`config.mk`:
```
export PLATFORM = sky130hd
export DESIGN_NAME = bus_return
export DESIGN_NICKNAME = d
export VERILOG_FILES = /design/src/logic/dmem_pkg.sv /design/src/logic/bus_return.sv
export VERILOG_INCLUDE_DIRS = /design/src /design/src/include
export SDC_FILE = /design/constraint.sdc
export NUM_CORES = 1
export LEC_CHECK = 0
export BUFFER_PORTS_ARGS = -buffer_cell sky130_fd_sc_hd__clkbuf_2
export CAP_MARGIN = 25
export CORE_ASPECT_RATIO = 1.1
export CORE_UTILIZATION = 36
export DETAILED_ROUTE_END_ITERATION = 8
export HOLD_SLACK_MARGIN = 0.02
export PLACE_DENSITY = 0.8
export SLEW_MARGIN = 20
export SYNTH_ARGS = -nofsm -noshare
export SYNTH_HDL_FRONTEND = slang
export SYNTH_SLANG_ARGS = --single-unit
```
`constraint.sdc`:
```
create_clock -name clk -period 1.3 [get_ports clk]
set_clock_uncertainty 0.15 [all_clocks]
set_input_delay 0.26 -clock clk [delete_from_list [all_inputs] [get_ports clk]]
set_output_delay 0.26 -clock clk [all_outputs]
set_load 0.05 [all_outputs]
```
`src/include/dmem_settings.svh`:
```
`ifndef DMEM_SETTINGS_SVH
`define DMEM_SETTINGS_SVH

////////////////////////////////////////////////////////////////////////////
// data memory geometry
////////////////////////////////////////////////////////////////////////////

`define DMEM_NUM_BANKS 4 // identical ram banks behind the decoder.
`define DMEM_BANK_WORDS 256 // 32-bit words in each bank.

// word index inside one bank.
`define DMEM_IDX_BITS ($clog2(`DMEM_BANK_WORDS))

// bank number, taken from the word address just above the index.
`define DMEM_SEL_BITS ($clog2(`DMEM_NUM_BANKS))

// word address bits that fall inside the mapped region (4 KB).
`define DMEM_MAP_BITS (`DMEM_IDX_BITS + `DMEM_SEL_BITS)

`endif

```
`src/logic/dmem_pkg.sv`:
```
`default_nettype none

`include "dmem_settings.svh"

package dmem_pkg;

	////////////////////////////////////////////////////////////////////////////
	// plain vectors
	////////////////////////////////////////////////////////////////////////////

	typedef logic [31:0] word_t;
	typedef logic [29:0] bus_addr_t; // word address, byte offset dropped.
	typedef logic [3:0] reg_sel_t;
	typedef logic [1:0] acc_width_t;
	typedef logic [3:0] byte_en_t;
	typedef logic [`DMEM_IDX_BITS-1:0] bank_idx_t;
	typedef logic [`DMEM_SEL_BITS-1:0] bank_sel_t;

	// access widths, 2 and 3 both mean a full word.
	localparam acc_width_t ACC_BYTE = 2'd0;
	localparam acc_width_t ACC_HALF = 2'd1;

	////////////////////////////////////////////////////////////////////////////
	// bus structs
	////////////////////////////////////////////////////////////////////////////

	typedef struct packed {
		bus_addr_t addr;
		byte_en_t byte_en;
		logic wr_en;
		word_t wr_data; // already steered into its lanes.
	} bus_req_t;

	typedef struct packed {
		logic strobe; // one cycle per access.
		logic wr_en;
		bank_idx_t idx;
		byte_en_t byte_en;
		word_t wr_data;
	} bank_req_t;

	typedef struct packed {
		logic ack;
		word_t data;
	} bank_resp_t;

	typedef enum logic {
		DEC_IDLE,
		DEC_WAIT
	} dec_state_t;

endpackage

`default_nettype wire

```
`src/logic/bus_return.sv`:
```
`timescale 1ns/1ps
`default_nettype none

`include "dmem_settings.svh"

module bus_return (
	input logic clk,
	input logic rst,
	input dmem_pkg::bank_resp_t bank_resp [`DMEM_NUM_BANKS],
	input logic unmapped,
	input dmem_pkg::bank_sel_t bank_sel,
	output logic d_ack,
	output logic d_error,
	output dmem_pkg::word_t d_data,
	output logic resp_done
);

	import dmem_pkg::*;

	bank_sel_t sel_q;

	// bank answers one cycle after the strobe, so last cycle's select applies.
	always_ff @(posedge clk) begin
		sel_q <= bank_sel;
		d_data <= unmapped ? '0 : bank_resp[sel_q].data;
	end

	always_ff @(posedge clk) begin
		if (rst) begin
			d_ack <= 1'b0;
			d_error <= 1'b0;
		end else begin
			d_ack <= bank_resp[sel_q].ack;
			d_error <= unmapped; // abort lands with the same latency as a hit.
		end
	end

	assign resp_done = d_ack | d_error;

endmodule

`default_nettype wire

```
==> reports/metrics.csv <==
metric,value,unit
largest family of logic cells by synthesized area,multiplexers,
largest cells by area after synthesis,"dfxtp_1, mux2i_1, o22ai_1",
# clock sinks,36,
crit end category,output port,
Least-Margin Pin Slew,0.289,ns
hold path startpoint,unmapped,
largest net degree at the start of global routing,33,
failing checks,setup timing,
RSZ-0062 raised after global routing,yes,
drt wl/cell,13.6,um
peak supply drop,0.000612,V
Syn Inst Count,152,
worst skew pair latency,0.28,ns
# port buffers,171,
final net count,466,
Via Count,1885,
fill cell count,401,
gp weighted congestion,0.763,
crit path launch,d_error,
Layout area overhead,61.4,%
Die Area,5170,um^2
CTS tree,yes,
IO Pins,172,
antenna cells,0,
Residual DRC,0,
crit start category,register,
vias in the first global route,1792,
period utilization,107,%
reg-to-reg startpoint,sel_q[1],
HP Class,primary input to register,
vias per cell,4.91,
Die X,68.7,um
Hold Fails Final Rpt,0,
die height,75.3,um
Synth Area in Simple Gates,1.85,%
worst rel slew slack,80.8,%
Adder-Cell Fraction of Synth Area,0,%
max-cap viol count,0,
WS Path Type,register to output port,
Synth Area in XOR/XNOR,0,%
Syn. warnings,0,
Setup-failing EPs final,1,
ANT nets after route,0,
setup ws final,-0.0931,ns
H-tree Lvls,2,
clk root buf,clkbuf_8,
Max Slew Vio Count,0,
row count,26,
WHS,0.0881,ns
Tot Pwr,2.89,mW
Post-Syn Area,1760,um^2
Synth Net Count,289,
CP arrival,0.98,ns
"Seq/Total Area, Yosys",40.9,%
GR Util All Layers,19.2,%
Initial Utilization,37.6,%
power density cells,1020,nW/um^2
Synth area leader,dfxtp_1,
antenna violations before repair,0,
clock-pin slew on the worst setup and hold paths,0.07,ns
core area,4680,um^2
Worst EP required,0.89,ns
"FF+latch count, synth",36,
Leak,1.60,nW
mux contribution to synthesized area,37.7,%
total grt overflow,0,
Compound-Gate Fraction of Synth Area,11.4,%
worst-path maximum fanout,2,
TritonRoute pass-1 iters,4,
total wire length,5220,um
Final min period,1.39,ns
post-synth cell types,11,
Yosys top cell area share,40.9,%
TritonCTS Buffers,5,
f_max,0.718,GHz
DR iter-0 viols,43,
status,"finished, violations left",
share of cells above drive strength 1,58.8,%
first-pass GRT wire length,7250,um
mean area per synthesized cell,11.6,um^2
Max clock buf depth,2,
## worst paths after layout
path | end | slack (ns) | cells past startpoint
worst max-delay path | resp_done | -0.09 | 2
worst min-delay path | d_error | 0.09 | 2
worst max register to register | d_ack | 0.01 | 3
worst min register to register | d_ack | 0.57 | 2
## Yosys cell counts
cell and number:
buf_2 4, buf_6 7, buf_8 3, dfxtp_1 36, mux2i_1 64, mux4_2 1, nor2b_1 2, o22ai_1 32
or2_1 1, or2_2 1, or2b_1 1
## flip-flops by register name, indices dropped and copies added, names as in the netlist
signal	flops
d_error	1
d_ack	1
sel_q	2
d_data	32
## what timing repair did
action / in CTS / in global routing
pin swaps: 0 / 11
hold endpoints to repair: 4 / 0
endpoints found under the setup margin: 3 / 40
setup buffers: 0 / 1
gates cloned: 1 / 2
gates resized for setup: 5 / 25
hold buffers: 3 / 0
## power breakdown
group	total (mW)	leakage [nW]	internal, mW	switching (mW)
sequential	1.22	0.301	1.19	0.0285
combinational	0.959	1.26	0.404	0.555
clock	0.706	0.0371	0.357	0.349
total	2.89	1.60	1.95	0.933
## worst max-delay path, stage by stage (launching register included)
cell and delay (ns):
dfxtp_2 0.32, or2_4 0.24, buf_8 0.15
## kinds of logic (layout without fill, tap and decap cells)
kind of cell,count (synthesis),after routing
mux,65,65
flops,36,36
simple gates,5,5
compound gates,32,32
buf+inv,14,190
## cell usage in the layout, fill, tap and decap left out, drive strengths merged
| cell type | instances |
|---|---|
| o22ai | 32 |
| mux4 | 1 |
| or2b | 1 |
| nor2b | 2 |
| clkbuf | 162 |
| mux2i | 64 |
| dlygate4sd3 | 3 |
| buf | 25 |
| dfxtp | 36 |
| or2 | 2 |
## routing by layer
| metal | vias up | wire length [um] | global-route usage (%) |
|---|---|---|---|
| met5 | - | 0 | 0 |
| met4 | 0 | 55 | 9.03 |
| met3 | 6 | 428 | 5.39 |
| met2 | 96 | 2940 | 39.3 |
| met1 | 851 | 1800 | 16.4 |
| li1 | 932 | - | - |
## final cells by class
cell class / count / area [um^2] / share of cell area, %
multi-input combinational: 102 / 906 / 31.9
tap: 56 / 70.1 / 2.47
timing repair buffer: 184 / 1070 / 37.5
clock buffer: 6 / 72.6 / 2.55
sequential: 36 / 727 / 25.6
## stage by stage
stage | setup WS (ns) | instances | setup TNS (ns) | utilization, % | cell area [um^2]
2_1_floorplan | 0.0549 | 152 | 0 | - | 1760
3_3_place_gp | 0.00254 | 371 | 0 | 55.9 | 2620
3_5_place_dp | -0.0271 | 371 | -0.0271 | 55.9 | 2620
4_1_cts | -0.122 | 381 | -0.180 | 59.0 | 2760
5_1_grt | -0.120 | 384 | -0.297 | 60.7 | 2840
6_report | -0.0931 | 384 | -0.0931 | 60.7 | 2840
Note: power is estimated with default switching activity, not from simulation.
