===== src/include/dmem_settings.svh =====
`ifndef DMEM_SETTINGS_SVH
`define DMEM_SETTINGS_SVH

////////////////////////////////////////////////////////////////////////////
// data memory geometry
////////////////////////////////////////////////////////////////////////////

`define DMEM_NUM_BANKS 4 // identical ram banks behind the decoder.
`define DMEM_BANK_WORDS 256 // 32-bit words in each bank.

// word index inside one bank.
`define DMEM_IDX_BITS ($clog2(`DMEM_BANK_WORDS))

// bank number, taken from the word address just above the index.
`define DMEM_SEL_BITS ($clog2(`DMEM_NUM_BANKS))

// word address bits that fall inside the mapped region (4 KB).
`define DMEM_MAP_BITS (`DMEM_IDX_BITS + `DMEM_SEL_BITS)

`endif


===== src/logic/dmem_pkg.sv =====
`default_nettype none

`include "dmem_settings.svh"

package dmem_pkg;

	////////////////////////////////////////////////////////////////////////////
	// plain vectors
	////////////////////////////////////////////////////////////////////////////

	typedef logic [31:0] word_t;
	typedef logic [29:0] bus_addr_t; // word address, byte offset dropped.
	typedef logic [3:0] reg_sel_t;
	typedef logic [1:0] acc_width_t;
	typedef logic [3:0] byte_en_t;
	typedef logic [`DMEM_IDX_BITS-1:0] bank_idx_t;
	typedef logic [`DMEM_SEL_BITS-1:0] bank_sel_t;

	// access widths, 2 and 3 both mean a full word.
	localparam acc_width_t ACC_BYTE = 2'd0;
	localparam acc_width_t ACC_HALF = 2'd1;

	////////////////////////////////////////////////////////////////////////////
	// bus structs
	////////////////////////////////////////////////////////////////////////////

	typedef struct packed {
		bus_addr_t addr;
		byte_en_t byte_en;
		logic wr_en;
		word_t wr_data; // already steered into its lanes.
	} bus_req_t;

	typedef struct packed {
		logic strobe; // one cycle per access.
		logic wr_en;
		bank_idx_t idx;
		byte_en_t byte_en;
		word_t wr_data;
	} bank_req_t;

	typedef struct packed {
		logic ack;
		word_t data;
	} bank_resp_t;

	typedef enum logic {
		DEC_IDLE,
		DEC_WAIT
	} dec_state_t;

endpackage

`default_nettype wire


===== src/logic/bus_decoder.sv =====
`timescale 1ns/1ps
`default_nettype none

`include "dmem_settings.svh"

module bus_decoder (
	input logic clk,
	input logic rst,
	input logic access,
	input dmem_pkg::bus_req_t bus_req,
	input logic resp_done,
	output dmem_pkg::bank_req_t bank_req [`DMEM_NUM_BANKS],
	output logic unmapped,
	output dmem_pkg::bank_sel_t bank_sel
);

	import dmem_pkg::*;

	dec_state_t state;
	logic mapped;
	logic start;

	assign bank_sel = bus_req.addr[`DMEM_MAP_BITS-1:`DMEM_IDX_BITS];
	assign mapped = ~|bus_req.addr[$bits(bus_addr_t)-1:`DMEM_MAP_BITS];
	assign start = access && state == DEC_IDLE; // first cycle of a held access.

	always_comb begin
		for (int i = 0; i < `DMEM_NUM_BANKS; i++) begin
			bank_req[i].strobe = start && mapped && bank_sel == bank_sel_t'(i);
			bank_req[i].wr_en = bus_req.wr_en;
			bank_req[i].idx = bus_req.addr[`DMEM_IDX_BITS-1:0];
			bank_req[i].byte_en = bus_req.byte_en;
			bank_req[i].wr_data = bus_req.wr_data;
		end
	end

	////////////////////////////////////////////////////////////////////////////
	// access tracking
	////////////////////////////////////////////////////////////////////////////

	always_ff @(posedge clk) begin
		if (rst) begin
			state <= DEC_IDLE;
			unmapped <= 1'b0;
		end else begin
			unmapped <= start && !mapped; // no bank sees this one.
			case (state)
				DEC_IDLE:
					if (access)
						state <= DEC_WAIT;
				DEC_WAIT:
					if (resp_done)
						state <= DEC_IDLE; // held access ignored until here.
				default:
					state <= DEC_IDLE;
			endcase
		end
	end

endmodule

`default_nettype wire


===== config.mk =====
export PLATFORM = sky130hd
export DESIGN_NAME = bus_decoder
export DESIGN_NICKNAME = d
export VERILOG_FILES = /design/src/logic/dmem_pkg.sv /design/src/logic/bus_decoder.sv
export VERILOG_INCLUDE_DIRS = /design/src /design/src/include
export SDC_FILE = /design/constraint.sdc
export NUM_CORES = 1
export LEC_CHECK = 0
export BUFFER_PORTS_ARGS = -buffer_cell sky130_fd_sc_hd__buf_2
export CAP_MARGIN = 20
export CORE_AREA = 10 10 91 93
export CTS_CLUSTER_DIAMETER = 200
export DETAILED_ROUTE_END_ITERATION = 10
export DIE_AREA = 0 0 101 103
export MAX_ROUTING_LAYER = met4
export PLACE_DENSITY = 0.74
export SLEW_MARGIN = 0
export SYNTH_ARGS = -nofsm -noshare
export SYNTH_HDL_FRONTEND = slang
export SYNTH_SLANG_ARGS = --single-unit

===== constraint.sdc =====
create_clock -name clk -period 0.85 [get_ports clk]
set_input_delay 0.17 -clock clk [delete_from_list [all_inputs] [get_ports clk]]
set_output_delay 0.17 -clock clk [all_outputs]
set_load 0.005 [all_outputs]

==> flow_summary.toml, run 1 <==
[final_layout]
post-route-cell-area_um2 = 655.6
area_growth_pct = -57.67
drive_above_1_share = 0.8667
nFillCells = 746
utilization = 0.09981
layout.nets = 133

[place]
place.gp.congestion = 0.5897
place_hpwl_mm = 2.243
placedInstanceArea_um2 = 514.2
io_buffer_count = 32
pre_cts_ws_ns = -0.5380

[routing]
ant_nets = 0
drc = 0
totalWireLength_mm = 2.675
dr.pass1.iters = 2
viasPerCell = 3.340
num_vias = 471
first_iter_violations = 3
wl_per_cell_um = 18.97

[clocking]
cts.reportedPaths.clkPinSlew_ns = 0.03
h-tree-depth = 1
clock_latency_ns = 0.21
holdBufCountCts = 0
cts_setup_buffers = 0
clkSinkCount = 2
cts_buffer_depth = 2
cts_buffers = 3
cts_tree = "yes"
root_buffer = "clkbuf_8"

[die]
die_h_um = 103
die_x_um = 101
num_rows = 30
initial_utilization = 0.2358
dieArea_mm2 = 0.01040
ios = 258
core_area_mm2 = 0.006569

[synthesis]
ys_seq_elements = 2
syn_area_mm2 = 0.001549
syn_avg_cell_area_um2 = 7.556
synth_cells = 205
synth-warning-count = 0
ys_seq_area_frac = 0.02585
synth_nets = 276
ys_types = 14

[grt]
grt-ovfl-total = 0
grt_max_degree = 6
antenna_found_initial = 1
grt_pass1_wl_mm = 3.629
grt_use_total = 0.04737
grt_pass1_vias = 634

[critical_path]
rr_worst_depth = 3
path_max_fanout = 5
cp-end-kind = "output pin"
crit_required_ns = 0.68
crit_arrival_ns = 1.12
worstSetupPathType = "reg2out"
cp-start-kind = "flip-flop"

[outcome]
status = "finished with violations"
failed_checks = "setup timing"

[timing]
period_share = 1.523
setup_tns_ns = -1.756
tightestPinTransition_ns = 0.3489
finClkSkew_ns = 0.003243
final-setup-viol-count = 5
fmax_mhz = 772.5
worst_slack_ns = -0.4445
min_period_ns = 1.295
hold_viol = 0
finalMaxSlewViolations = 0
rsz0062_at_grt = "true"
slew_headroom = 0.7657

[pwr]
p_sw_mw = 0.1552
p_seq_frac = 0.164
ir_worst_vdd_uv = 218.5
p_total_mw = 0.6519
comb_power_share = 0.264
clkPwrFrac = 0.572
p_leak_nw = 0.2421
power_density_mw_per_mm2 = 994.3
p_int_mw = 0.4967
swShare = 0.2381

[worst_hold_path]
worstHoldPathType = "in2reg"
whs_path_depth = 2

[job]
max-cap-violations = 0
-- repair_timing --
| action | in CTS | in global routing |
|---|---|---|
| cloned | 0 | 0 |
| setup endpoints to repair | 5 | 5 |
| pin swaps | 5 | 10 |
| resized for setup | 11 | 9 |
-- Yosys cell counts (all sizes together) --
master  number  area, um^2
buf        182        1366
nor4         5       50.05
nor3         4       20.02
dfxtp        2       40.04
nand2        2       7.510
nand3        2       15.01
nand3b       2       15.01
nor2         2       7.510
a211oi       1       7.510
inv          1       3.750
nor2b        1       6.260
o211a        1       10.01
-- registers in the layout, indices dropped and copies added (netlist names) --
name and cells:
unmapped 1, state 1
-- power by group through the flow --
stage	combinational, mW	sequential (mW)	clock [mW]
floorplan	0.725	0.106	0
global placement	0.129	0.105	0
finish	0.172	0.107	0.373
global route	0.189	0.107	0.397
CTS	0.157	0.107	0.384
detailed placement	0.133	0.106	0
-- kinds of logic (layout without fill, tap and decap cells) --
| logic type | Yosys count | after routing | synth area share |
|---|---|---|---|
| flops | 2 | 2 | 0.02585 |
| buf+inv | 183 | 38 | 0.8845 |
| simple gates | 18 | 18 | 0.07835 |
| compound gates | 2 | 2 | 0.01131 |
| other cells | 0 | 1 | 0 |
-- per-layer routing --
metal	vias to the layer above	track usage	wire length, um
met5	-	-	0
met4	0	0.1115	582
met3	86	0.02480	501
met2	49	0.05602	1000
met1	170	0.03049	591
li1	166	-	-
-- final timing paths --
path	from	endpoint	slack, ns
setup / recovery	state	bank_req[45]	-0.44
setup reg to reg	state	state	0.11
hold / removal	resp_done	state	0.14
hold reg to reg	state	state	0.55
-- critical path, cell delays in order (launching register included) --
cell	delay (ns)
dfxtp_2	0.32
nor2b_4	0.19
nand3_2	0.09
nor3_2	0.17
buf_2	0.14
-- final cells by class --
class / instances / area, um^2 / share of cell area
sequential: 2 / 41.29 / 0.06298
multi-input combinational: 20 / 254.0 / 0.3874
tap: 80 / 100.1 / 0.1527
antenna: 1 / 2.502 / 0.003817
timing repair buffer: 34 / 212.7 / 0.3244
inverter: 1 / 3.754 / 0.005725
clock buffer: 3 / 41.29 / 0.06298
-- metrics by stage --
| stage | instances | hold slack, ns |
|---|---|---|
| after global routing | 141 | 0.1405 |
| after global placement | 138 | 0.3401 |
| after floorplan | 205 | 0.2485 |
| after detailed placement | 138 | 0.3401 |
| final | 141 | 0.1382 |
| after CTS | 141 | 0.1379 |
-- layout by cell type (no fill, tap or decap), drive strengths merged --
cell    count
clkbuf      3
nand3       2
nor2        2
nor3        4
o211a       1
inv         1
nand3b      2
nor4        5
buf        34
nor2b       1
dfxtp       2
diode       1
nand2       2
a211oi      1
(Power assumes the default switching activity.)
==> run 2: changes to the inputs <==
--- a/config.mk
+++ b/config.mk
@@ -8,12 +8,14 @@
 export LEC_CHECK = 0
 export BUFFER_PORTS_ARGS = -buffer_cell sky130_fd_sc_hd__buf_2
 export CAP_MARGIN = 20
-export CORE_AREA = 10 10 91 93
+export CELL_PAD_IN_SITES_DETAIL_PLACEMENT = 1
+export CELL_PAD_IN_SITES_GLOBAL_PLACEMENT = 1
+export CORE_MARGIN = 10
+export CORE_UTILIZATION = 15
 export CTS_CLUSTER_DIAMETER = 200
 export DETAILED_ROUTE_END_ITERATION = 10
-export DIE_AREA = 0 0 101 103
 export MAX_ROUTING_LAYER = met4
-export PLACE_DENSITY = 0.74
+export PLACE_DENSITY_LB_ADDON = 0.1
 export SLEW_MARGIN = 0
 export SYNTH_ARGS = -nofsm -noshare
 export SYNTH_HDL_FRONTEND = slang
==> run 2 against run 1 <==
The flow still finishes with violations (setup timing). Critical endpoint is now bank_req[137]. Cell count grew 45%. Sequential share of layout area decreased by 1.1 points. Clock-buffer cell count unchanged. Clock power down 2%. Register-to-register slack lost 0.06 ns. Design area is 21% higher. Worst hold slack improved by 0.0084 ns. Highest routed layer unchanged. Fmax increased by 0.58%. Global-route usage is 2.1 points lower. First-iteration DRC count rose to 6.3 times the previous value.
==> flow_summary.toml, run 2 (synthesis results as in run 1) <==
[outcome]
status = "finished with violations"
failed_checks = "setup timing"

[critical_path]
worstSetupStartpoint = "state"
cp_cell_sequence = "nor2b_4, nand3b_1, nor3_4, buf_2"
cp-end-kind = "output pin"
crit_required_ns = 0.68
cpMaxStageDelayCell = "dfxtp_2"
crit_arrival_ns = 1.12
max_stage_delay_ns = 0.32
worstSetupPathType = "reg2out"
cp-start-kind = "flip-flop"
path_max_fanout = 5
r2r-start = "state"

[grt]
grt_pass1_wl_mm = 3.029
grt_max_degree = 6
grt_use_total = 0.02673
grt-ovfl-total = 0
antenna_found_initial = 0
grt_pass1_vias = 576

[routing]
drc = 0
top_layer_used = "met4"
num_vias = 421
wl_met2_mm = 1.154
dr.pass1.iters = 2
ant_nets = 0
drt-met1-wl_um = 455
first_iter_violations = 19
viasPerCell = 2.064
route.met3.wl_um = 333
totalWireLength_mm = 2.159
wl_per_cell_um = 10.58

[die]
ios = 258
die_h_um = 121.6
die_x_um = 121.6
core_area_mm2 = 0.01018
dieArea_mm2 = 0.01479
initial_utilization = 0.1521
num_rows = 37

[final_layout]
drive_above_1_share = 0.8824
finalNonFillerCells = 204
layout_commonest_cell = "buf_2"
nFillCells = 1233
antenna_cells = 0
area_growth_pct = -48.63
reg_top3 = "state (1), unmapped (1)"
layout.nets = 141
layout_common_cells = "buf_2 (25), buf_6 (9), buf_4 (8)"

[pwr]
ir_worst_vdd_uv = 271.8
p_seq_frac = 0.163
p_int_mw = 0.5050
p_leak_nw = 0.3123
p_sw_mw = 0.1481
power_density_mw_per_mm2 = 820.7
swShare = 0.2268
clkPwrFrac = 0.560
comb_power_share = 0.276

[timing]
min_period_ns = 1.287
slew_headroom = 0.8292
finClkSkew_ns = 0.002241
finalMaxSlewViolations = 0
final-setup-viol-count = 5
period_share = 1.514
hold_viol = 0
tightestPinTransition_ns = 0.2543
rsz0062_at_grt = "true"
worst_slack_ns = -0.4370
fmax_mhz = 777.0

[clocking]
cts_tree = "yes"
cts.reportedPaths.clkPinSlew_ns = 0.03
root_buffer = "clkbuf_8"
cts_buffer_depth = 2
h-tree-depth = 1
clock_latency_ns = 0.21
cts_buffers = 3
clkSinkCount = 2

[place]
io_buffer_count = 32
pre_cts_ws_ns = -0.5112
dp_cells = 196
place.gp.congestion = 0.5823

[job]
max-cap-violations = 0

[worst_hold_path]
worstHoldPathType = "in2reg"
hold_path_startpoint = "resp_done"
## run 2: cell count changes in the layout (fill, tap and decap cells not counted)
cell,change
buf_2,-1
buf_4,+6
nor3_2,-2
diode_2,-1
nor3_4,+2
nand2_2,+1
buf_6,+3
nand2_8,-1
## run 2: layout make-up
type	instances	area, um^2	area share
Multi-Input combinational cell	20	252.7	0.3176
Clock buffer	3	41.29	0.05189
Inverter	1	3.754	0.004717
Sequential cell	2	41.29	0.05189
Tap cell	136	170.2	0.2138
Timing Repair Buffer	42	286.5	0.3601
## run 2: power groups by stage
stage	combinational (mW)	sequential (mW)	clock (mW)
final	0.181	0.107	0.366
after global routing	0.196	0.107	0.397
after CTS	0.181	0.107	0.377
after detailed placement	0.137	0.106	0
after global placement	0.135	0.105	0
after floorplan	0.725	0.106	0
## run 2: worst paths after layout
check | endpoint | slack (ns) | cells after the start
max reg2reg | unmapped | 0.05 | 3
max | bank_req[137] | -0.44 | 4
min reg2reg | state | 0.54 | 2
min | state | 0.15 | 2
## run 2: worst max-delay path, delay by kind of cell (launching register included)
family / cells / cell delay (ns)
and+or+nand+nor: 3 / 0.44
DFF: 1 / 0.32
buffers and inverters: 1 / 0.15
## run 2: routing by layer
| metal | GRT usage | vias to the layer above |
|---|---|---|
| met5 | - | - |
| met1 | 0.01696 | 172 |
| met3 | 0.01526 | 41 |
| met2 | 0.04195 | 27 |
| met4 | 0.03875 | 0 |
| li1 | - | 181 |
## run 2: what timing repair did
item                                    4_1_cts  5_1_grt
resized for setup                            20        1
pin swaps                                    10        4
gates cloned                                  0        0
hold buffers                                  0        0
endpoints found under the setup margin        5        5
buffers inserted                              3        2
## run 2: metrics by stage
step	hold slack (ns)	cell area, um^2	TNS [ns]	power [mW]	utilization
detailed placement	0.3401	599.3	-2.421	0.2422	0.05885
global placement	0.3401	599.3	-2.398	0.2405	0.05885
floorplan	0.2485	1598	-0.5132	0.8309	-
finish	0.1466	795.8	-2.120	0.6531	0.07813
global route	0.1578	795.8	-2.534	0.7002	0.07813
CTS	0.1477	774.5	-2.070	0.6647	0.07604
