$ cat config.mk
export PLATFORM = sky130hd
export DESIGN_NAME = mem_stage
export DESIGN_NICKNAME = d
export VERILOG_FILES = /design/src/logic/dmem_pkg.sv /design/src/logic/mem_stage.sv
export VERILOG_INCLUDE_DIRS = /design/src /design/src/include
export SDC_FILE = /design/constraint.sdc
export NUM_CORES = 1
export LEC_CHECK = 0
export ABC_AREA = 1
export BUFFER_PORTS_ARGS = -buffer_cell sky130_fd_sc_hd__buf_2
export CAP_MARGIN = 20
export CELL_PAD_IN_SITES_DETAIL_PLACEMENT = 1
export CELL_PAD_IN_SITES_GLOBAL_PLACEMENT = 2
export CORE_MARGIN = 2
export CORE_UTILIZATION = 14
export CTS_BUF_LIST = sky130_fd_sc_hd__clkbuf_2 sky130_fd_sc_hd__clkbuf_4 sky130_fd_sc_hd__clkbuf_8
export DETAILED_ROUTE_END_ITERATION = 8
export PLACE_DENSITY = 0.86
export SYNTH_ARGS = -nofsm -noshare
export SYNTH_HDL_FRONTEND = slang
export SYNTH_SLANG_ARGS = --single-unit
$ cat constraint.sdc
create_clock -name clk -period 1.2 [get_ports clk]
set_clock_uncertainty 0.15 [all_clocks]
set_input_delay 0.06 -clock clk [delete_from_list [all_inputs] [get_ports clk]]
set_output_delay 0.06 -clock clk [all_outputs]
set_load 0.02 [all_outputs]
$ cat src/include/dmem_settings.svh
`ifndef DMEM_SETTINGS_SVH
`define DMEM_SETTINGS_SVH

////////////////////////////////////////////////////////////////////////////
// data memory geometry
////////////////////////////////////////////////////////////////////////////

`define DMEM_NUM_BANKS 4 // identical ram banks behind the decoder.
`define DMEM_BANK_WORDS 256 // 32-bit words in each bank.

// word index inside one bank.
`define DMEM_IDX_BITS ($clog2(`DMEM_BANK_WORDS))

// bank number, taken from the word address just above the index.
`define DMEM_SEL_BITS ($clog2(`DMEM_NUM_BANKS))

// word address bits that fall inside the mapped region (4 KB).
`define DMEM_MAP_BITS (`DMEM_IDX_BITS + `DMEM_SEL_BITS)

`endif

$ cat src/logic/dmem_pkg.sv
`default_nettype none

`include "dmem_settings.svh"

package dmem_pkg;

	////////////////////////////////////////////////////////////////////////////
	// plain vectors
	////////////////////////////////////////////////////////////////////////////

	typedef logic [31:0] word_t;
	typedef logic [29:0] bus_addr_t; // word address, byte offset dropped.
	typedef logic [3:0] reg_sel_t;
	typedef logic [1:0] acc_width_t;
	typedef logic [3:0] byte_en_t;
	typedef logic [`DMEM_IDX_BITS-1:0] bank_idx_t;
	typedef logic [`DMEM_SEL_BITS-1:0] bank_sel_t;

	// access widths, 2 and 3 both mean a full word.
	localparam acc_width_t ACC_BYTE = 2'd0;
	localparam acc_width_t ACC_HALF = 2'd1;

	////////////////////////////////////////////////////////////////////////////
	// bus structs
	////////////////////////////////////////////////////////////////////////////

	typedef struct packed {
		bus_addr_t addr;
		byte_en_t byte_en;
		logic wr_en;
		word_t wr_data; // already steered into its lanes.
	} bus_req_t;

	typedef struct packed {
		logic strobe; // one cycle per access.
		logic wr_en;
		bank_idx_t idx;
		byte_en_t byte_en;
		word_t wr_data;
	} bank_req_t;

	typedef struct packed {
		logic ack;
		word_t data;
	} bank_resp_t;

	typedef enum logic {
		DEC_IDLE,
		DEC_WAIT
	} dec_state_t;

endpackage

`default_nettype wire

$ cat src/logic/mem_stage.sv
`timescale 1ns/1ps
`default_nettype none

module mem_stage (
	input logic clk,
	input logic rst,
	input logic load,
	input logic store,
	input dmem_pkg::word_t addr,
	input dmem_pkg::word_t mdr,
	input logic mem_wr_en,
	input dmem_pkg::acc_width_t width,
	input dmem_pkg::word_t wr_val,
	input logic update_rd,
	input dmem_pkg::reg_sel_t rd_sel,
	input logic dbg_en,
	input logic dbg_access,
	input logic dbg_wr_en,
	input dmem_pkg::word_t dbg_addr,
	input dmem_pkg::acc_width_t dbg_width,
	input dmem_pkg::word_t dbg_wr_val,
	input logic d_ack,
	input logic d_error,
	input dmem_pkg::word_t d_data,
	output dmem_pkg::word_t reg_wr_val,
	output logic update_rd_out,
	output dmem_pkg::reg_sel_t rd_sel_out,
	output logic complete,
	output logic data_abort,
	output logic busy,
	output dmem_pkg::word_t dbg_rd_val,
	output logic dbg_compl,
	output dmem_pkg::bus_req_t bus_req,
	output logic access
);

	import dmem_pkg::*;

	word_t wr_data;
	word_t mem_rd_val;
	word_t wr_val_bypass;
	reg_sel_t rd_sel_bypass;
	reg_sel_t mem_rd;
	logic update_rd_bypass;
	logic mem_update_rd;
	acc_width_t mem_width;
	logic [1:0] byte_addr;

	////////////////////////////////////////////////////////////////////////////
	// bus request, debug port wins when enabled
	////////////////////////////////////////////////////////////////////////////

	assign wr_data = dbg_en ? dbg_wr_val : mdr;
	assign mem_width = dbg_en ? dbg_width : width;
	assign byte_addr = dbg_en ? dbg_addr[1:0] : addr[1:0];
	assign access = dbg_en ? dbg_access : (load | store);

	always_comb begin
		bus_req.addr = dbg_en ? dbg_addr[31:2] : addr[31:2];
		bus_req.wr_en = dbg_en ? dbg_wr_en : mem_wr_en;
		case (mem_width)
			ACC_BYTE: begin
				bus_req.byte_en = 4'b0001 << byte_addr;
				bus_req.wr_data = wr_data << {byte_addr, 3'b000};
				mem_rd_val = (d_data >> {byte_addr, 3'b000}) & 32'h0000_00ff;
			end
			ACC_HALF: begin
				bus_req.byte_en = 4'b0011 << {byte_addr[1], 1'b0};
				bus_req.wr_data = wr_data << {byte_addr[1], 4'b0000};
				mem_rd_val = (d_data >> {byte_addr[1], 4'b0000}) & 32'h0000_ffff;
			end
			default: begin
				bus_req.byte_en = 4'b1111;
				bus_req.wr_data = wr_data;
				mem_rd_val = d_data;
			end
		endcase
	end

	////////////////////////////////////////////////////////////////////////////
	// write-back bypass and load destination
	////////////////////////////////////////////////////////////////////////////

	always_ff @(posedge clk) begin
		wr_val_bypass <= wr_val;
		rd_sel_bypass <= rd_sel;
	end

	always_ff @(posedge clk) begin
		if (rst) begin
			update_rd_bypass <= 1'b0;
			mem_update_rd <= 1'b0;
			mem_rd <= '0;
		end else begin
			update_rd_bypass <= update_rd;
			if (load)
				mem_rd <= rd_sel; // destination captured at issue.
			if (load || store)
				mem_update_rd <= load;
			else if (complete)
				mem_update_rd <= 1'b0;
		end
	end

	assign complete = d_ack | d_error;
	assign data_abort = d_error;

	assign reg_wr_val = complete ? mem_rd_val : wr_val_bypass;
	assign rd_sel_out = complete ? mem_rd : rd_sel_bypass;
	// aborted and debug accesses leave the register file alone.
	assign update_rd_out = complete ? (mem_update_rd & ~d_error & ~dbg_en) :
		update_rd_bypass;
	assign busy = load | store | update_rd_out;

	assign dbg_rd_val = mem_rd_val;
	assign dbg_compl = dbg_en & complete;

endmodule

`default_nettype wire

==> results.txt, run 1 <==
status: finished with violations
violated checks: setup timing
via count: 6794
crit path DAT: 1360 ps
worst hold path endpoint: mem_update_rd
Syn Inst Count: 716
Initial Utilization: 14.3%
setup tns final: -31400 ps
hold path depth: 5
Skew-Pair Late Insertion Delay: 290 ps
power share of the combinational group: 66.2%
Port-buffer cells: 351
Clk pwr share: 15.1%
die width: 170 µm
worst reg2reg startpoint: mem_update_rd
DRT antenna net count: 0
RSZ-0062 raised after global routing: true
Tcrit/Tclk final: 131%
Internal Power: 4.62 mW
Placed Area: 0.00720 mm²
htree depth: 2
vias per std cell: 4.32
Final Hold Fails: 0
clock sink count: 42
Ports: 352
Yosys warning count: 0
core area: 0.0270 mm²
FF-to-FF End: mem_update_rd
top-area cell type share of the netlist area: 36.0%
mapped cell area: 0.00384 mm²
Worst EP required: 990 ps
final design area excluding fillers: 0.0103 mm²
routability cong.: 0.825
TritonCTS buffer count: 5
Area Growth Syn to Fin: 168%
Switch Pwr: 3.35 mW
Die H: 170 µm
Slew Limit Headroom: 76.4%
largest net degree at the start of global routing: 30
r2r setup slk: 360 ps
first-pass GRT wire length: 39800 µm
Layout Nets: 1441
hold crit path type: in -> reg
Pwr Density: 774 mW/mm²
TritonCTS clock tree: built
DRC Markers: 0
Slew @ Worst Pin: 345 ps
number of max-cap violations: 0
Die ar.: 0.0288 mm²
final setup fails: 134
Syn Area/Cell: 5.37 µm²
synthesized net count: 927
Worst Setup Start Kind: input pin
Tot Pwr: 7.97 mW
register area share after synthesis: 21.9%
vias in the first global route: 7250
Worst setup EP type: output pin
drt pass-1 iters: 4
worst vdd ir: 0.000649 V
Achievable Freq: 0.637 GHz
max-slew violation count: 0
Setup CP Type: in -> out
top post-synthesis cells by area: nand2_1 36%, dfxtp_1 22%, inv_1 6.1%
switching part of the total: 42.0%
num rows: 60
number of antenna violations at the first check in global routing: 2
Clock Path Buffers: 2
final WL: 28400 µm
initial DRC count: 218
share of cells above drive strength 1: 63.5%
total global routing overflow: 0
All-Layer GR Usage: 17.7%
setup slack after layout: -370 ps
per-cell routed wire length: 18.1 µm
clk root buf: clkbuf_8
min Tclk post-route: 1570 ps
Static Leak: 5.34 nW
Sequential Power Share: 18.7%
Netlist cell types: 28
R2R depth: 2
flops & latches, synth: 42
hpwl dp: 19600 µm
largest fanout on the critical path: 7
largest area contributor in the netlist: nand2_1
Reg clk slew, reported paths: 80 ps
HP Start: d_error
placed cells by master, fill, tap and decap left out, drive strengths merged:
cell | synthesis | routed
a21oi | 13 | 13
buf | 26 | 493
bufbuf | 0 | 1
bufinv | 0 | 1
clkbuf | 12 | 8
clkinv | 0 | 1
dfxtp | 42 | 42
diode | 0 | 1
dlygate4sd3 | 0 | 41
inv | 65 | 64
mux2i | 8 | 8
nand2 | 381 | 389
nand3 | 43 | 43
nand4 | 8 | 8
nor2 | 56 | 56
nor2b | 8 | 8
nor3 | 8 | 8
o211ai | 1 | 1
o21ai | 29 | 29
o22ai | 8 | 8
or2 | 8 | 8
cell type report:
type                       count  area (µm²)
multi-input combinational    579        3990
clock buffer                   6        82.6
sequential                    42         842
tap                          341         427
inverter                      65         267
antenna                        1        2.50
fill                        3272       16700
timing repair buffer         537        4650
clock inverter                 1        30.0
critical path: stages:
cell and delay [ps]:
buf_12 120, clkinv_8 90, nand2_8 90, nand2_8 80
buf_12 140, nand2_8 120, buf_12 160, nand2_4 100
buf_6 150, nor2_1 90, buf_4 150
cell usage after synthesis, drive strengths merged:
| library cell | n |
|---|---|
| or2 | 8 |
| o22ai | 8 |
| nor2 | 56 |
| inv | 65 |
| mux2i | 8 |
| nor2b | 8 |
| clkbuf | 12 |
| buf | 26 |
| nand2 | 381 |
| dfxtp | 42 |
| o211ai | 1 |
| a21oi | 13 |
| nand4 | 8 |
| nand3 | 43 |
| o21ai | 29 |
| nor3 | 8 |
metrics by stage:
stage	std cells	hold WS, ps	worst slack, ps	utilization, %
6_report	1572	167	-370	38.2
5_1_grt	1572	162	-443	38.2
4_1_cts	1547	138	-396	34.0
3_5_place_dp	1478	13.9	-617	26.7
3_3_place_gp	1478	11.8	-593	26.7
2_1_floorplan	716	-62.3	-182	-
metal layers:
metal / GRT usage (%) / vias up / wire length [µm]
li1: - / 3238 / -
met1: 19.3 / 3180 / 10400
met2: 33.7 / 310 / 14900
met3: 3.71 / 64 / 2000
met4: 6.21 / 2 / 1130
met5: 0 / - / 13
cells by family (layout without fill, tap and decap cells):
group                  count (synthesis)  count (layout)  synth area share [%]
other                                  0               1                     0
buffers and inverters                103             609                  12.3
AOI/OAI and AO/OA                     51              51                  7.26
and+or+nand+nor                      512             520                  56.5
DFF                                   42              42                  21.9
muxes                                  8               8                  2.08
worst max-delay path by stage:
stage / depth (start not counted) / to / from / slack (ps)
finish: 11 / bus_req[4] / dbg_en / -370
global route: 11 / reg_wr_val[8] / dbg_en / -440
CTS: 10 / bus_req[22] / dbg_en / -400
detailed placement: 10 / bus_req[12] / dbg_en / -620
global placement: 10 / bus_req[12] / dbg_en / -590
floorplan: 8 / reg_wr_val[10] / dbg_en / -180
power groups by stage:
stage	Clock (mW)	Sequential [mW]	Combinational, mW
global placement	0	1.52	3.57
finish	1.20	1.49	5.28
global route	1.30	1.50	5.60
floorplan	0	1.52	1.93
CTS	1.23	1.49	4.52
detailed placement	0	1.52	3.60
what timing repair did:
| item | in CTS | in global routing |
|---|---|---|
| hold buffers | 41 | 0 |
| endpoints found under the hold margin | 42 | 0 |
| setup buffers | 13 | 21 |
| gates cloned | 9 | 6 |
| pin swaps | 39 | 72 |
| endpoints found under the setup margin | 135 | 135 |
| gates resized for setup | 345 | 253 |
state kept, by name (all words and copies together) (netlist names):
register          cells
mem_rd                4
mem_update_rd         1
rd_sel_bypass         4
update_rd_bypass      1
wr_val_bypass        32
Power figures use the tool's default switching activity.
==> inputs of run 2 (changes only) <==
- PLACE_DENSITY: 0.86 -> unset
- PLACE_DENSITY_LB_ADDON: unset -> 0.1
==> run 2 against run 1 <==
Compared with the run above:
- setup slack improved by 39 ps
- the run still ends with setup timing left
- via count shrank 9.4%
- largest power group unchanged
- largest cell class unchanged
- sequential power hardly changed
- first-iteration DRC count shrank 40%
- register-to-register slack improved by 80 ps
- total power down 14%
- die area stayed put
==> results.txt, run 2 (synthesis results as in run 1) <==
status: finished with violations
violated checks: setup timing
hold crit path type: in -> reg
number of antenna violations at the first check in global routing: 8 (+6)
vias per std cell: 4.00 (-7.5%)
Reg clk slew, reported paths: 100 ps (+20 ps)
DRT antenna net count: 0 (unchanged)
Port-buffer cells: 351 (unchanged)
RSZ-0062 raised after global routing: true
via count: 6155 (-9.4%)
CP max stage delay: 160 ps (about the same)
Static Leak: 4.75 nW (-11%)
most flop-heavy register: wr_val_bypass
Die ar.: 0.0288 mm² (unchanged)
fin util: 32.3% (-5.9 points)
Worst EP required: 990 ps (about the same)
worst vdd ir: 0.000570 V (-12%)
Final Hold Fails: 0 (unchanged)
Tot Pwr: 6.84 mW (-14%)
largest fanout on the critical path: 8 (+1)
setup slack after layout: -332 ps (+38.6 ps)
Hold Slack: 48.4 ps (-119 ps)
met3 global-route usage: 5.08% (+1.4 points)
largest net degree at the start of global routing: 28 (-6.7%)
TritonCTS clock tree: built
Achievable Freq: 0.653 GHz (+2.5%)
Worst setup EP type: output pin
min Tclk post-route: 1530 ps (-38.6 ps)
share of cells above drive strength 1: 53.4% (-10 points)
All-Layer GR Usage: 16.5% (-1.2 points)
met2 Track Usage GR: 29.3% (-4.4 points)
Pwr Density: 786 mW/mm² (+1.5%)
Setup CP Type: in -> out
clock sink count: 42 (unchanged)
Ports: 352 (unchanged)
cells along the critical path: buf_12 > buf_12 > nand2_4 > nand2_4 > nor2_4 > nand2_4 > buf_12 > a21oi_4 > buf_6 > nor3_4 > buf_6
final setup fails: 131 (-2.2%)
Initial Utilization: 14.3% (unchanged)
biggest regs: wr_val_bypass: 32 flops, mem_rd: 4 flops, rd_sel_bypass: 4 flops
TritonCTS buffer count: 5 (unchanged)
most frequent cells in the layout: 322 x nand2_1, 254 x buf_2, 121 x buf_4
layer carrying the most global-route usage: met2
slowest stage cell, crit path: nor2_4
Area Growth Syn to Fin: 126%
per-cell routed wire length: 15.9 µm (-12%)
Slew @ Worst Pin: 269 ps (-75.6 ps)
htree depth: 2 (unchanged)
Die H: 170 µm (unchanged)
core area: 0.0270 mm² (unchanged)
DRC Markers: 0 (unchanged)
die width: 170 µm (unchanged)
routability cong.: 0.743 (-9.9%)
max-slew violation count: 0 (unchanged)
clk root buf: clkbuf_8
Skew-Pair Late Insertion Delay: 310 ps (+20 ps)
vias in the first global route: 6578 (-9.3%)
commonest non-fill, non-tap cell in the layout: nand2_1
hpwl dp: 20500 µm (+4.5%)
initial DRC count: 131 (-40%)
Layout Nets: 1405 (-2.5%)
max reg flops: 32 (unchanged)
Slew Limit Headroom: 81.6% (+5.2 points)
setup tns final: -24150 ps (+7250 ps)
num rows: 60 (unchanged)
first-pass GRT wire length: 36900 µm (-7.2%)
Tcrit/Tclk final: 128% (-3.2 points)
final WL: 24500 µm (-14%)
Clock Path Buffers: 2 (unchanged)
drt pass-1 iters: 4 (unchanged)
Worst Setup Start Kind: input pin
total global routing overflow: 0 (unchanged)
crit path DAT: 1320 ps (-40 ps)
number of max-cap violations: 0 (unchanged)
met1 Use GR: 19.5% (+0.22 points)
fill count: 3433 (+4.9%)
-- run 2: cell types whose count changed in the layout (fill, tap and decap cells not counted), sizes merged, moves of 2 or more --
cell	before	now
buf	493	465
diode	1	3
inv	64	66
nand2	389	382
-- run 2: power by group --
group	total [mW]	switching (mW)	internal, mW
Combinational	4.33	2.33	1.99
Clock	1.02	0.596	0.422
Sequential	1.49	0.0200	1.47
Total	6.84	2.95	3.89
-- run 2: repair_timing --
item                       4_1_cts  5_1_grt
setup endpoints to repair      135      137
hold endpoints to repair        42        0
pin swaps                       40       10
hold buffers                    40        0
resized for setup              242       43
cloned                           2        1
buffers inserted                 6        3
-- run 2: metal layers --
layer  part of all wire, %  routed length [µm]
met4                   1.8                 438
met3                   8.0                1970
met5                  0.24                  59
met2                    49               12000
met1                    41               10000
-- run 2: metrics by stage --
stage / std cells / area [µm²] / setup WS, ps
final: 1539 / 8700 / -332
after global routing: 1537 / 8700 / -414
after CTS: 1532 / 8510 / -364
after detailed placement: 1476 / 7100 / -598
after global placement: 1476 / 7100 / -570
after floorplan: 716 / 4210 / -182
-- run 2: final timing paths --
path	start	to	slack [ps]	cells past startpoint
min	load	mem_rd[3]	50	5
min reg2reg	mem_rd[3]	mem_rd[3]	320	2
max reg2reg	mem_update_rd	mem_update_rd	440	2
max	dbg_en	bus_req[21]	-330	11
-- run 2: cell type report --
cell class / instances / area [µm²] / area share [%]
multi-input cells: 572 / 3260 / 37.5
flip-flops and latches: 42 / 843 / 9.69
inverters: 65 / 259 / 2.98
clock buffers: 5 / 68.8 / 0.791
clock inverters: 3 / 25.0 / 0.288
well taps: 341 / 427 / 4.90
diodes: 3 / 7.51 / 0.0863
repair buffers: 508 / 3810 / 43.8
-- run 2: worst max-delay path: cells and delay by family --
kind | cells | cell delay (ps)
and+or+nand+nor | 5 | 450
AOI/OAI and AO/OA | 1 | 140
buffers and inverters | 5 | 670
==> inputs of run 3 (changes only) <==
- BUFFER_PORTS_ARGS: -buffer_cell sky130_fd_sc_hd__buf_2 -> unset
- CORE_AREA: unset -> 2 2 135 137
- CORE_MARGIN: 2 -> unset
- CORE_UTILIZATION: 14 -> unset
- DIE_AREA: unset -> 0 0 137 139
- DONT_BUFFER_PORTS: unset -> 1
==> run 3 against run 2 <==
Compared with the run above:
- the run still ends with setup timing left
- total power is 9.4% lower
- final cell count is 29% lower
- register-to-register slack worse by 270 ps
- critical path depth fell by 1
- non-clock buffer count is 339 lower
==> results.txt, run 3 (synthesis results as in run 1) <==
status: finished with violations
violated checks: setup timing
fin util: 40.1% (+7.8 points)
drt pass-1 iters: 4 (unchanged)
biggest regs: wr_val_bypass: 32 flops, mem_rd: 4 flops, rd_sel_bypass: 4 flops
min Tclk post-route: 1340 ps (-188 ps)
num rows: 49 (-18%)
TritonCTS clock tree: built
hpwl dp: 16200 µm (-21%)
largest net degree at the start of global routing: 76 (+170%)
final WL: 21100 µm (-14%)
final setup fails: 89 (-32%)
TritonCTS buffer count: 5 (unchanged)
Die H: 139 µm (-18%)
Skew-Pair Late Insertion Delay: 310 ps (about the same)
initial DRC count: 91 (-31%)
Reg clk slew, reported paths: 90 ps (about the same)
crit path DAT: 1130 ps (-190 ps)
Slew @ Worst Pin: 635 ps (+366 ps)
Setup CP Type: in -> out
total global routing overflow: 0 (unchanged)
Final Hold Fails: 0 (unchanged)
per-cell routed wire length: 19.4 µm (+22%)
number of antenna violations at the first check in global routing: 0 (-8)
share of cells above drive strength 1: 41.7% (-12 points)
clk root buf: clkbuf_8
RSZ-0062 raised after global routing: true
final design area excluding fillers: 0.00708 mm² (-19%)
Tcrit/Tclk final: 112% (-16 points)
vias in the first global route: 5455 (-17%)
Worst Setup Start Kind: input pin
Die ar.: 0.0190 mm² (-34%)
Slew Limit Headroom: 56.5% (-25 points)
DP Worst Slack: -236 ps (+363 ps)
vias per std cell: 4.75 (+19%)
worst vdd ir: 0.000761 V (+34%)
Static Leak: 3.45 nW (-27%)
Hold Slack: 143 ps (+94.4 ps)
final std cells w/o fill: 1088 (-29%)
Port-buffer cells: 0 (-100%)
Placed Area: 0.00517 mm² (-27%)
All-Layer GR Usage: 20.7% (+4.2 points)
htree depth: 2 (unchanged)
Ant. Diodes: 0 (-3)
HP Start: d_ack
largest fanout on the critical path: 75 (+67)
most flop-heavy register: wr_val_bypass
via count: 5167 (-16%)
setup slack after layout: -144 ps (+188 ps)
Area Growth Syn to Fin: 84.1%
Layout Nets: 1069 (-24%)
Worst setup EP type: output pin
max reg flops: 32 (unchanged)
core area: 0.0177 mm² (-34%)
Pwr Density: 874 mW/mm² (+11%)
first-pass GRT wire length: 30400 µm (-18%)
die width: 137 µm (-19%)
commonest non-fill, non-tap cell in the layout: nand2_1
Initial Utilization: 21.8% (+7.5 points)
worst reg2reg startpoint: mem_update_rd
setup tns final: -6550 ps (+17600 ps)
Tot Pwr: 6.19 mW (-9.4%)
clock sink count: 42 (unchanged)
DRT antenna net count: 0 (unchanged)
Ports: 352 (unchanged)
placed cell count: 1007 (-32%)
Achievable Freq: 0.744 GHz (+14%)
routability cong.: 0.797 (+7.2%)
Clock Path Buffers: 2 (unchanged)
hold crit path type: in -> reg
max-slew violation count: 0 (unchanged)
number of max-cap violations: 0 (unchanged)
Worst Setup SP: dbg_en
most frequent cells in the layout: 283 x nand2_1, 55 x nand2_2, 54 x buf_6
DRC Markers: 0 (unchanged)
Worst EP required: 990 ps (about the same)
-- run 3: cell count changes in the layout (fill, tap and decap cells not counted), moves of 7 or more --
cell,delta
buf_2,-254
buf_4,-73
nand2_1,-39
nand2_4,+24
nor2_4,+23
buf_6,-17
nor2_2,-14
nand2_2,+13
nor2_1,-9
inv_1,-7
o21ai_0,-7
-- run 3: power breakdown --
group / total, mW / switching [mW] / internal (mW)
clock: 1.04 / 0.539 / 0.499
combinational: 3.66 / 2.22 / 1.44
sequential: 1.49 / 0.0225 / 1.47
total: 6.19 / 2.79 / 3.41
-- run 3: what timing repair did --
item | CTS | global route
hold endpoints to repair | 43 | 0
setup buffers | 15 | 11
gates cloned | 4 | 3
pin swaps | 64 | 66
resized for setup | 180 | 107
hold buffers | 41 | 0
endpoints found under the setup margin | 97 | 99
-- run 3: worst max-delay path, cell delays in order --
cell	delay [ps]
inv_12	30
nand2_8	70
nand2_8	70
nor2_4	180
nand2_8	100
buf_12	140
nand2_8	80
nor2_4	40
nor3_4	180
buf_12	140
-- run 3: area by class of cell --
class	count	area, µm²
inverters	65	265
multi-input cells	575	3700
clock inverters	1	8.76
well taps	229	287
fillers	2154	10600
clock buffers	7	90.1
repair buffers	169	1890
flip-flops and latches	42	843
-- run 3: routing by layer --
layer	wire length [µm]	vias to the layer above	global-route usage, %
met5	0	-	0
met3	1590	21	5.15
li1	-	2484	-
met4	356	0	5.32
met1	8030	2442	23.0
met2	11100	220	38.7
-- run 3: path summary, 6_finish.rpt --
kind | to | slack [ps] | depth (start not counted)
setup / recovery | bus_req[22] | -140 | 10
hold / removal | mem_update_rd | 140 | 4
setup reg to reg | mem_update_rd | 170 | 4
hold reg to reg | mem_rd[1] | 320 | 2
